==> src/include/dispatch_defs.svh <==
`ifndef DISPATCH_DEFS_SVH
`define DISPATCH_DEFS_SVH

// Datapath widths
`define DISPATCH_WORD_W 32
`define DISPATCH_REG_IDX_W 5
`define DISPATCH_CMD_W 5
`define DISPATCH_GR_COUNT 32

// System register indices
`define SYSREG_CPUIDR 5'd0
`define SYSREG_COREIDR 5'd1
`define SYSREG_TIDR 5'd2
`define SYSREG_PCR 5'd4
`define SYSREG_SPR 5'd5
`define SYSREG_PSR 5'd6
`define SYSREG_PPSR 5'd11

// Identification and pc step
`define DISPATCH_CPU_ID 32'h0320_0101
`define DISPATCH_PC_STEP 32'd4
// Bits 6, 5 and 2 of the status word
`define PSR_IRQ_CLEAR_BITS 32'h0000_0064

`endif

==> src/rtl/dispatch_pkg.sv <==
`include "dispatch_defs.svh"

// Pipeline datapath fields
package pipe_pkg;

	// Operand and pc word
	typedef logic [`DISPATCH_WORD_W-1:0] word_t;

	// General register index, also the low bits of source 1
	typedef logic [`DISPATCH_REG_IDX_W-1:0] reg_idx_t;

	// Command code, passed through to execute
	typedef logic [`DISPATCH_CMD_W-1:0] cmd_t;

endpackage

// System register file
package sysreg_pkg;

	// System register number
	typedef logic [`DISPATCH_REG_IDX_W-1:0] sysreg_idx_t;

	// Program status word
	typedef logic [`DISPATCH_WORD_W-1:0] psr_t;

endpackage

==> src/rtl/wb_if.sv <==
interface wb_if;
	logic valid;
	pipe_pkg::word_t data;
	pipe_pkg::reg_idx_t destination;
	logic destination_sysreg;
	logic writeback;
	logic spr_writeback;
	pipe_pkg::word_t spr;

	// Register files commit on the strobe
	modport sink (
		input valid, data, destination, destination_sysreg,
		input writeback, spr_writeback, spr
	);

	// Forwarding in the same cycle
	modport snoop (
		input valid, data, destination, destination_sysreg,
		input writeback, spr_writeback, spr
	);
endinterface

==> src/rtl/gr_file.sv <==
`include "dispatch_defs.svh"

module gr_file (
	input logic iCLOCK,
	input logic inRESET,
	wb_if.sink wb,
	input pipe_pkg::reg_idx_t rd0_idx,
	input pipe_pkg::reg_idx_t rd1_idx,
	output pipe_pkg::word_t rd0_data,
	output pipe_pkg::word_t rd1_data
);
	import pipe_pkg::*;

	word_t regs [`DISPATCH_GR_COUNT];
	logic wr_en;

	// General destinations only
	assign wr_en = wb.valid && wb.writeback && !wb.destination_sysreg;

	always_ff @(posedge iCLOCK or negedge inRESET) begin
		if (!inRESET) begin
			for (int i = 0; i < `DISPATCH_GR_COUNT; i++) begin
				regs[i] <= '0;
			end
		end else if (wr_en) begin
			regs[wb.destination] <= wb.data;
		end
	end

	// Asynchronous read ports
	assign rd0_data = regs[rd0_idx];
	assign rd1_data = regs[rd1_idx];

endmodule

==> src/rtl/sysreg_file.sv <==
`include "dispatch_defs.svh"

module sysreg_file #(
	parameter int unsigned CORE_ID = 0
) (
	input logic iCLOCK,
	input logic inRESET,
	wb_if.sink wb,
	input logic irq_enter,
	input logic irq_return,
	input sysreg_pkg::sysreg_idx_t rd0_idx,
	input sysreg_pkg::sysreg_idx_t rd1_idx,
	input pipe_pkg::word_t pc,
	output pipe_pkg::word_t rd0_data,
	output pipe_pkg::word_t rd1_data,
	output sysreg_pkg::psr_t psr,
	output sysreg_pkg::psr_t ppsr,
	output pipe_pkg::word_t spr,
	output pipe_pkg::word_t tidr
);
	import pipe_pkg::*;
	import sysreg_pkg::*;

	word_t b_tidr;
	word_t b_spr;
	psr_t b_psr;
	psr_t b_ppsr;
	logic sys_wr;
	logic spr_pend;

	assign sys_wr = wb.valid && wb.writeback && wb.destination_sysreg;
	assign spr_pend = wb.valid && wb.spr_writeback;

	always_ff @(posedge iCLOCK or negedge inRESET) begin
		if (!inRESET) begin
			b_tidr <= '0;
			b_spr <= '0;
			b_psr <= '0;
			b_ppsr <= '0;
		end else begin
			if (sys_wr && wb.destination == `SYSREG_TIDR) begin
				b_tidr <= wb.data;
			end
			// Stack pointer path wins over a normal write
			if (spr_pend) begin
				b_spr <= wb.spr;
			end else if (sys_wr && wb.destination == `SYSREG_SPR) begin
				b_spr <= wb.data;
			end
			// Interrupt entry saves PSR and masks it
			if (irq_enter) begin
				b_psr <= b_psr & ~`PSR_IRQ_CLEAR_BITS;
			end else if (irq_return) begin
				b_psr <= b_ppsr;
			end else if (sys_wr && wb.destination == `SYSREG_PSR) begin
				b_psr <= wb.data;
			end
			if (irq_enter) begin
				b_ppsr <= b_psr;
			end else if (sys_wr && wb.destination == `SYSREG_PPSR) begin
				b_ppsr <= wb.data;
			end
		end
	end

	function automatic word_t read_sysreg(input sysreg_idx_t idx);
		case (idx)
			`SYSREG_CPUIDR: return `DISPATCH_CPU_ID;
			`SYSREG_COREIDR: return word_t'(CORE_ID);
			`SYSREG_TIDR: return b_tidr;
			// Address of the instruction itself
			`SYSREG_PCR: return pc - `DISPATCH_PC_STEP;
			`SYSREG_SPR: return b_spr;
			`SYSREG_PSR: return b_psr;
			`SYSREG_PPSR: return b_ppsr;
			default: return '0;
		endcase
	endfunction

	assign rd0_data = read_sysreg(rd0_idx);
	assign rd1_data = read_sysreg(rd1_idx);

	assign psr = b_psr;
	assign ppsr = b_ppsr;
	assign spr = b_spr;
	assign tidr = b_tidr;

endmodule

==> src/rtl/operand_fetch.sv <==
`include "dispatch_defs.svh"

module operand_fetch (
	wb_if.snoop wb,
	input pipe_pkg::reg_idx_t src0_idx,
	input pipe_pkg::reg_idx_t src1_idx,
	input logic src0_sysreg,
	input logic src1_sysreg,
	input logic src1_imm,
	input pipe_pkg::word_t src1_raw,
	input pipe_pkg::word_t gr0,
	input pipe_pkg::word_t gr1,
	input pipe_pkg::word_t sr0,
	input pipe_pkg::word_t sr1,
	output pipe_pkg::word_t src0,
	output pipe_pkg::word_t src1
);
	import pipe_pkg::*;

	logic hit0;
	logic hit1;
	word_t fwd0;
	word_t fwd1;

	// Hit flag on top of the forwarded word
	function automatic logic [`DISPATCH_WORD_W:0] forward(
		input reg_idx_t idx,
		input logic sysreg
	);
		if (!wb.valid) begin
			return '0;
		end
		if (sysreg) begin
			// PCR follows the instruction's own pc, nothing to forward
			if (idx == `SYSREG_PCR) begin
				return '0;
			end else if (idx == `SYSREG_SPR && wb.spr_writeback) begin
				return {1'b1, wb.spr};
			end else if (wb.writeback && wb.destination_sysreg && wb.destination == idx) begin
				return {1'b1, wb.data};
			end
			return '0;
		end
		if (wb.writeback && !wb.destination_sysreg && wb.destination == idx) begin
			return {1'b1, wb.data};
		end
		return '0;
	endfunction

	always_comb {hit0, fwd0} = forward(src0_idx, src0_sysreg);
	always_comb {hit1, fwd1} = forward(src1_idx, src1_sysreg);

	assign src0 = hit0 ? fwd0 : (src0_sysreg ? sr0 : gr0);

	// Immediate beats forwarding and both files
	assign src1 = src1_imm ? src1_raw : (hit1 ? fwd1 : (src1_sysreg ? sr1 : gr1));

endmodule

==> src/rtl/dispatch_latch.sv <==
module dispatch_latch (
	input logic iCLOCK,
	input logic inRESET,
	input logic refresh,
	input logic next_lock,
	input logic prev_valid,
	input pipe_pkg::reg_idx_t prev_src0,
	input pipe_pkg::reg_idx_t prev_src1_ptr,
	input pipe_pkg::reg_idx_t prev_dest,
	input logic prev_dest_sysreg,
	input logic prev_writeback,
	input pipe_pkg::cmd_t prev_cmd,
	input pipe_pkg::word_t prev_pc,
	input pipe_pkg::word_t src0,
	input pipe_pkg::word_t src1,
	output logic next_valid,
	output pipe_pkg::word_t next_src0,
	output pipe_pkg::word_t next_src1,
	output pipe_pkg::reg_idx_t next_src0_ptr,
	output pipe_pkg::reg_idx_t next_src1_ptr,
	output pipe_pkg::reg_idx_t next_dest,
	output logic next_dest_sysreg,
	output logic next_writeback,
	output pipe_pkg::cmd_t next_cmd,
	output pipe_pkg::word_t next_pc
);
	logic b_valid;

	always_ff @(posedge iCLOCK or negedge inRESET) begin
		if (!inRESET) begin
			b_valid <= 1'b0;
			next_src0 <= '0;
			next_src1 <= '0;
			next_src0_ptr <= '0;
			next_src1_ptr <= '0;
			next_dest <= '0;
			next_dest_sysreg <= 1'b0;
			next_writeback <= 1'b0;
			next_cmd <= '0;
			next_pc <= '0;
		end else if (refresh) begin
			b_valid <= 1'b0;
			next_src0 <= '0;
			next_src1 <= '0;
			next_src0_ptr <= '0;
			next_src1_ptr <= '0;
			next_dest <= '0;
			next_dest_sysreg <= 1'b0;
			next_writeback <= 1'b0;
			next_cmd <= '0;
			next_pc <= '0;
		end else if (!next_lock) begin
			b_valid <= prev_valid;
			next_src0 <= src0;
			next_src1 <= src1;
			next_src0_ptr <= prev_src0;
			next_src1_ptr <= prev_src1_ptr;
			next_dest <= prev_dest;
			next_dest_sysreg <= prev_dest_sysreg;
			next_writeback <= prev_writeback;
			next_cmd <= prev_cmd;
			next_pc <= prev_pc;
		end
	end

	// Execute sees nothing while it holds the lock
	assign next_valid = b_valid && !next_lock;

endmodule

==> src/rtl/dispatch.sv <==
module dispatch #(
	parameter int unsigned CORE_ID = 0
) (
	input logic iCLOCK,
	input logic inRESET,
	input logic refresh,
	input logic irq_enter,
	input logic irq_return,
	input logic prev_valid,
	input pipe_pkg::reg_idx_t prev_src0,
	input logic prev_src0_sysreg,
	input pipe_pkg::word_t prev_src1,
	input logic prev_src1_sysreg,
	input logic prev_src1_imm,
	input pipe_pkg::reg_idx_t prev_dest,
	input logic prev_dest_sysreg,
	input logic prev_writeback,
	input pipe_pkg::cmd_t prev_cmd,
	input pipe_pkg::word_t prev_pc,
	output logic prev_lock,
	input logic wb_valid,
	input pipe_pkg::word_t wb_data,
	input pipe_pkg::reg_idx_t wb_dest,
	input logic wb_dest_sysreg,
	input logic wb_writeback,
	input logic wb_spr_writeback,
	input pipe_pkg::word_t wb_spr,
	output logic next_valid,
	output pipe_pkg::word_t next_src0,
	output pipe_pkg::word_t next_src1,
	output pipe_pkg::reg_idx_t next_src0_ptr,
	output pipe_pkg::reg_idx_t next_src1_ptr,
	output pipe_pkg::reg_idx_t next_dest,
	output logic next_dest_sysreg,
	output logic next_writeback,
	output pipe_pkg::cmd_t next_cmd,
	output pipe_pkg::word_t next_pc,
	output sysreg_pkg::psr_t sysreg_psr,
	output sysreg_pkg::psr_t sysreg_ppsr,
	output pipe_pkg::word_t sysreg_spr,
	output pipe_pkg::word_t sysreg_tidr,
	input logic next_lock
);
	import pipe_pkg::*;

	wb_if wb ();

	reg_idx_t src1_idx;
	word_t gr0;
	word_t gr1;
	word_t sr0;
	word_t sr1;
	word_t src0;
	word_t src1;

	assign wb.valid = wb_valid;
	assign wb.data = wb_data;
	assign wb.destination = wb_dest;
	assign wb.destination_sysreg = wb_dest_sysreg;
	assign wb.writeback = wb_writeback;
	assign wb.spr_writeback = wb_spr_writeback;
	assign wb.spr = wb_spr;

	// Register number sits in the low bits of source 1
	assign src1_idx = reg_idx_t'(prev_src1);

	assign prev_lock = next_lock;

	gr_file i_gr_file (
		.iCLOCK(iCLOCK), .inRESET(inRESET), .wb(wb.sink),
		.rd0_idx(prev_src0), .rd1_idx(src1_idx),
		.rd0_data(gr0), .rd1_data(gr1)
	);

	sysreg_file #(.CORE_ID(CORE_ID)) i_sysreg_file (
		.iCLOCK(iCLOCK), .inRESET(inRESET), .wb(wb.sink),
		.irq_enter(irq_enter), .irq_return(irq_return),
		.rd0_idx(prev_src0), .rd1_idx(src1_idx), .pc(prev_pc),
		.rd0_data(sr0), .rd1_data(sr1),
		.psr(sysreg_psr), .ppsr(sysreg_ppsr), .spr(sysreg_spr), .tidr(sysreg_tidr)
	);

	operand_fetch i_operand_fetch (
		.wb(wb.snoop),
		.src0_idx(prev_src0), .src1_idx(src1_idx),
		.src0_sysreg(prev_src0_sysreg), .src1_sysreg(prev_src1_sysreg),
		.src1_imm(prev_src1_imm), .src1_raw(prev_src1),
		.gr0(gr0), .gr1(gr1), .sr0(sr0), .sr1(sr1),
		.src0(src0), .src1(src1)
	);

	dispatch_latch i_latch (
		.iCLOCK(iCLOCK), .inRESET(inRESET),
		.refresh(refresh), .next_lock(next_lock),
		.prev_valid(prev_valid), .prev_src0(prev_src0), .prev_src1_ptr(src1_idx),
		.prev_dest(prev_dest), .prev_dest_sysreg(prev_dest_sysreg),
		.prev_writeback(prev_writeback), .prev_cmd(prev_cmd), .prev_pc(prev_pc),
		.src0(src0), .src1(src1),
		.next_valid(next_valid), .next_src0(next_src0), .next_src1(next_src1),
		.next_src0_ptr(next_src0_ptr), .next_src1_ptr(next_src1_ptr),
		.next_dest(next_dest), .next_dest_sysreg(next_dest_sysreg),
		.next_writeback(next_writeback), .next_cmd(next_cmd), .next_pc(next_pc)
	);

endmodule

==> config.mk <==
export PLATFORM = sky130hd
export DESIGN_NAME = dispatch
export DESIGN_NICKNAME = d
export VERILOG_FILES = /design/src/rtl/dispatch_pkg.sv /design/src/rtl/wb_if.sv /design/src/rtl/gr_file.sv /design/src/rtl/sysreg_file.sv /design/src/rtl/operand_fetch.sv /design/src/rtl/dispatch_latch.sv /design/src/rtl/dispatch.sv
export VERILOG_INCLUDE_DIRS = /design/src /design/src/include
export SDC_FILE = /design/constraint.sdc
export NUM_CORES = 2
export LEC_CHECK = 0
export BUFFER_PORTS_ARGS = -buffer_cell sky130_fd_sc_hd__buf_2
export CORE_MARGIN = 8
export CORE_UTILIZATION = 62
export CTS_CLUSTER_DIAMETER = 100
export DETAILED_ROUTE_END_ITERATION = 8
export PLACE_DENSITY = 0.84
export SLEW_MARGIN = 20
export SYNTH_ARGS = -nofsm -noshare
export SYNTH_HDL_FRONTEND = slang
export SYNTH_SLANG_ARGS = --single-unit
==> constraint.sdc <==
create_clock -name iCLOCK -period 3 [get_ports iCLOCK]
set_input_delay 0.45 -clock iCLOCK [delete_from_list [all_inputs] [get_ports iCLOCK]]
set_output_delay 0.45 -clock iCLOCK [all_outputs]
set_load 0.05 [all_outputs]
* After elaboration in Yosys (flattened, before gate mapping) *
Cells that the tools add are included.

word-level totals
  latch bits = 0
  register bits = 1,271
  ROM bits = 0
  memories kept = 0
  input bits = 164
  output and inout bits = 248
  RAM bits = 0

operators by class
  multiplexer cells = 82
  bitwise gates (word level) = 4
  shift-type cells = 0
  reduce and logical (&&, ||, !) cells = 27
  equal/unequal tests = 17
  add/subtract/negate cells = 1
  divide/modulo/power cells = 0
  $lt $le $gt $ge = 4
  $mul = 0

operator list
  operator                                                     count
  bitwise mux 1024 bit                                         1
  2-to-1 mux 32 bit                                            22
  2-to-1 mux 33 bit                                            19
  one-hot mux 32 bit (6 select lines)                          2
  binary-select mux 32 bit (select 5 bit)                      2
  demux 32 bit (select 5 bit)                                  1
  equality test 5 x 3 -> 1 bit (second input constant)         8
  2-to-1 mux 5 bit                                             8
  subtractor 32 x 3 -> 32 bit (second input constant)          1
  2-to-1 mux 1 bit                                             26
  >= comparator 6 bit (second input constant)                  3
  logical AND 1 bit                                            18
  inverter 5 -> 6 bit                                          3
  equality test 5 x 2 -> 1 bit (second input constant)         3
  equality test 5 x 4 -> 1 bit (second input constant)         3
  equality test 5 bit                                          2
  logical NOT 5 bit                                            2
  2-to-1 mux 7 bit                                             1
  less-than comparator 6 x 1 -> 1 bit (second input constant)  1
  nonzero test 2 bit                                           3
  nonzero test 3 bit                                           1
  logical NOT 1 bit                                            2
  != test 2 bit (second input constant)                        1
  AND reduction 2 bit                                          1
  inverter 1 bit                                               1

* Logic depth before layout (Yosys ltp) *
  word-level depth = 17
  gate-level depth with buffers = 13

* Cells and area by module *
A second synthesis with hierarchy kept.

second synthesis, totals
  cells, all modules = 6,307
  area, all modules = 72,375.7 um^2

modules (own cells, without submodules)
  module          area an instance (um^2)  sequential area each (um^2)  cells each  instances
  gr_file         55,683.4                 25,624.6                     4,617       1
  sysreg_file     8,084.0                  3,203.1                      851         1
  dispatch_latch  4,916.0                  2,977.9                      385         1
  operand_fetch   3,684.8                  0.0                          453         1
  dispatch        7.5                      0.0                          1           1

* Worst setup path after synthesis *
OpenSTA, ideal clock, no wires.

  path type = input port to flip-flop
  from = in prev_src1[0]
  to = reg i_latch.next_src1[19]
  arrival time = 2,496 ps
  setup time = 137 ps
  path slack = 367 ps
  data required time = 2,863 ps
  stages on the path = 8
  cell sequence = buf_2 -> buf_6 -> buf_6 -> buf_2 -> mux4_2 -> mux4_2 -> a211oi_1 -> a21oi_1

between the ends
  longest elaborated chain between the ends = 17
  elaborated cells on any way between the ends = 37
  classes of those cells = 6 x eq/ne; 26 x mux; 1 x bitwise; 4 x reduce/logical

ends and longest elaborated chain
  element                            RTL line                                  source
  from (decl)                        dispatch.sv:12                            input pipe_pkg::word_t prev_src1,
  equality test 5 bit                operand_fetch.sv:39, operand_fetch.sv:44
  logical AND 1 bit                  operand_fetch.sv:39                       end else if (wb.writeback && wb.destination_sysreg && wb.destination == idx) begin
  2-to-1 mux 1 bit                   operand_fetch.sv:39
  2-to-1 mux 1 bit                   operand_fetch.sv:37                       end else if (idx == `SYSREG_SPR && wb.spr_writeback) begin
  2-to-1 mux 1 bit                   operand_fetch.sv:35                       if (idx == `SYSREG_PCR) begin
  2-to-1 mux 1 bit (2 in series)     operand_fetch.sv:33                       if (sysreg) begin
  2-to-1 mux 33 bit                  operand_fetch.sv:42                       return '0;
  2-to-1 mux 33 bit                  operand_fetch.sv:33
  2-to-1 mux 33 bit                  operand_fetch.sv:44                       if (wb.writeback && !wb.destination_sysreg && wb.destination == idx) begin
  2-to-1 mux 33 bit                  operand_fetch.sv:47                       return '0;
  2-to-1 mux 33 bit                  operand_fetch.sv:44
  2-to-1 mux 33 bit                  operand_fetch.sv:33
  2-to-1 mux 32 bit * (2 in series)  operand_fetch.sv:56                       assign src1 = src1_imm ? src1_raw : (hit1 ? fwd1 : (src1_sysreg ? sr1 : gr1));
  2-to-1 mux 32 bit *                dispatch_latch.sv:52                      end else if (!next_lock) begin
  2-to-1 mux 32 bit *                dispatch_latch.sv:41                      end else if (refresh) begin
  to (signal assigned)               dispatch_latch.sv:55                      next_src1 <= src1;
  to (decl)                          dispatch_latch.sv:18                      output pipe_pkg::word_t next_src1,

Every way passes the cells marked *; elsewhere a longest branch is shown, timed or not. The select of a mux whose other input is x is not followed.
A chain may end at the register's enable or synchronous reset.

* Final worst setup path *
  from = in prev_src1[0]
  to = reg i_latch.next_src1[2]

Same word-level chain as after synthesis.

==> qor.yml <==
outcome: "completed"
cts.clk_slew.worst_paths_ps: 60
antenna_found_initial: 29
power_frac_comb_pct: 18.0
yosysMostFrequentCell: "dfrtp_1"
slew_headroom_pct: 23.6
slew_viol_final: 0
syn_inst: 5170
critPathSlowestCell: "a2111oi_1"
rows: 123
ys_top_cells_by_count: "dfrtp_1, mux2_2, mux4_2"
multi_input_area_um2: 35500
synth_warnings: 0
synth.top_cells.by_area: "dfrtp_1, mux2_2, mux4_2, mux2i_1, clkbuf_1"
yosysTopAreaCellShare_pct: 45.7
synth_area_per_cell_um2: 13.5
core-area_um2: 112000
firstDrtPassIters: 9
wl_um: 281000
synth_edf_count: 0
ant_nets: 0
clkSinkCount: 1271
worstPathCellList: "buf_8 -> buf_4 -> buf_12 -> buf_12 -> mux4_2 -> and2_1 -> a2111oi_1 -> a31oi_1 -> buf_4 -> o2111ai_1 -> o2bb2ai_1"
crit_buf_inv: 5
critical_path.max_fanout: 20
fin_util_pct: 72.7
synth.distinct_cells: 86
internal_power_uw: 31900
r2r-start: "i_gr_file.regs[536]"
clock-root-buffer: "clkbuf_16"
fin_crit_sh_pct: 96.1
skew_ps: 40.5
r2r_cells: 5
gp_congestion: 1.04
cts_tree: "done"
regArea_um2: 31800
port_buffers: 411
htreeDepth: 4
dieArea_um2: 123000
grt_first_pass_wirelength_um: 405000
maxCapViolCount: 0
cp.arrival_ps: 3530
rsz0062_at_grt: "no"
p_leak_uw: 0.0374
drc: 0
grt_pass1_vias: 57200
grt_overflow: 0
io_pins: 412
cts_buffers: 135
hold_violations: 0
swShare_pct: 30.0
grt_max_degree: 114
crit_path_end_kind: "flip-flop"
whs_path_depth: 3
drive_gt1_share_pct: 48.4
crit_start: "prev_src1[0]"
max-clock-path-buffers: 3
fmax_mhz: 347
ys_ff_latch: 1271
total_power_uw: 45500
synth.largest_area_cell: "dfrtp_1"
power_density_nw_per_um2: 560
seq_area_frac_synth_pct: 45.7
worstPathRequired_ps: 3650
critPathKind: "in -> reg"
synthArstFlopShare_pct: 100
die_h_um: 351
start_util_pct: 62.2
seq_power_share_pct: 44.0
p_sw_uw: 13600
final_nets: 5866
postCtsSetupBuffers: 0
slowest_delay_ps: 910
crit_path_start_kind: "input pin"
via_per_inst: 7.66
setup_viol: 0
clockPowerShare_pct: 38.0
hold_start: "prev_pc[19]"
grt_usage_pct: 45.3
die_w_um: 351
clock_latency_ps: 800
drtIter0Drc: 8256
hp-class: "in -> reg"
path_delay_family: "compound AO/OA/AOI/OAI gates"
dp_hpwl_um: 187000
area_delta_synth_final_pct: 16.8
wl_per_cell_um: 38.4
max-vdd-ir-drop_mv: 0.638
synth_area_um2: 69600
yosys_most_used_dff: "dfrtp_1"
fin_crit_ps: 2880
tightestPinTransition_ps: 1150
cp.depth: 11
n_fill_cell: 6745
vias: 56100
synth.net_count: 5335
logic make-up (layout without fill, tap and decap cells):
| kind of cell | count (synthesis) | after routing | share of synthesized area [%] |
|---|---|---|---|
| AOI/OAI and AO/OA | 697 | 697 | 6.77 |
| xor gates and xnor gates | 36 | 36 | 0.453 |
| adders and majority gates | 1 | 1 | 0.0180 |
| buffers and inverters | 557 | 1191 | 3.72 |
| DFF | 1271 | 1271 | 45.7 |
| muxes | 1865 | 1865 | 38.5 |
| other | 0 | 18 | 0 |
| and+or+nand+nor | 743 | 743 | 4.85 |
final timing paths:
path	endpoint	slack, ps
worst max-delay path	i_latch.next_src1[2]	120
worst min-delay path	i_latch.next_pc[19]	20
worst max register to register	i_latch.next_src1[24]	190
worst min register to register	i_latch.next_src0[25]	480
max in group asynchronous	i_gr_file.regs[39]	1680
min in group asynchronous	i_sysreg_file.tidr[13]	260
worst register-to-register path, stage by stage, from the launching register on:
cell	delay, ps
dfrtp_1	410
mux4_2	480
mux4_2	540
a2111oi_1	950
o21a_1	230
o31ai_1	80
area by class of cell:
type | count | share of cell area [%]
inverters | 15 | 0.0723
repair buffers | 936 | 9.17
well taps | 1500 | 2.31
flip-flops and latches | 1271 | 39.1
clock inverters | 41 | 0.654
diodes | 18 | 0.0554
clock buffers | 199 | 4.90
multi-input cells | 3342 | 43.7
power groups by stage:
stage	sequential (uW)	combinational (uW)	clock, uW
final	20000	8190	17300
after CTS	19900	7980	17200
after global routing	20200	8430	17900
after detailed placement	20200	7860	0
after global placement	20000	7640	0
after floorplan	20700	4050	0
flip-flops by register name (all words and copies together) (netlist names), 32 cells and up:
name and cells:
i_gr_file.regs 1024, i_latch.next_pc 32, i_latch.next_src0 32, i_latch.next_src1 32
i_sysreg_file.ppsr 32, i_sysreg_file.psr 32, i_sysreg_file.spr 32, i_sysreg_file.tidr 32
per-stage QoR:
| stage | instances | cell area (um^2) | hold WS [ps] | setup WS (ps) | TNS, ps |
|---|---|---|---|---|---|
| after floorplan | 5170 | 69600 | 154 | 367 | 0 |
| after global placement | 7046 | 76500 | 427 | -574 | -2340 |
| after detailed placement | 7046 | 76500 | 428 | -594 | -2740 |
| after CTS | 7304 | 81200 | 4.42 | 141 | 0 |
| after global routing | 7310 | 81300 | 12.8 | 149 | 0 |
| final | 7322 | 81300 | 15.1 | 116 | 0 |
layout by cell type, fill, tap and decap left out, types with 68 or more instances in the layout:
| master | n |
|---|---|
| dfrtp_1 | 1271 |
| mux2_2 | 1083 |
| mux4_2 | 535 |
| buf_4 | 404 |
| buf_2 | 401 |
| nand2_1 | 309 |
| mux2i_1 | 237 |
| nor2_1 | 165 |
| o21ai_0 | 149 |
| clkbuf_16 | 136 |
| a21oi_1 | 122 |
| buf_12 | 108 |
| a22oi_1 | 68 |
timing repair:
| action | 4_1_cts | 5_1_grt |
|---|---|---|
| resized for setup | 0 | 1 |
| hold endpoints to repair | 60 | 0 |
| endpoints found under the setup margin | 0 | 1 |
| hold buffers | 18 | 0 |
layer usage:
layer	global-route usage (%)	vias up	share of wire, %
met1	53.7	28100	32
met3	19.2	1781	16
met5	0	-	0.057
met2	64.5	5297	42
li1	-	20900	-
met4	37.0	22	11
Power figures use the tool's default switching activity.
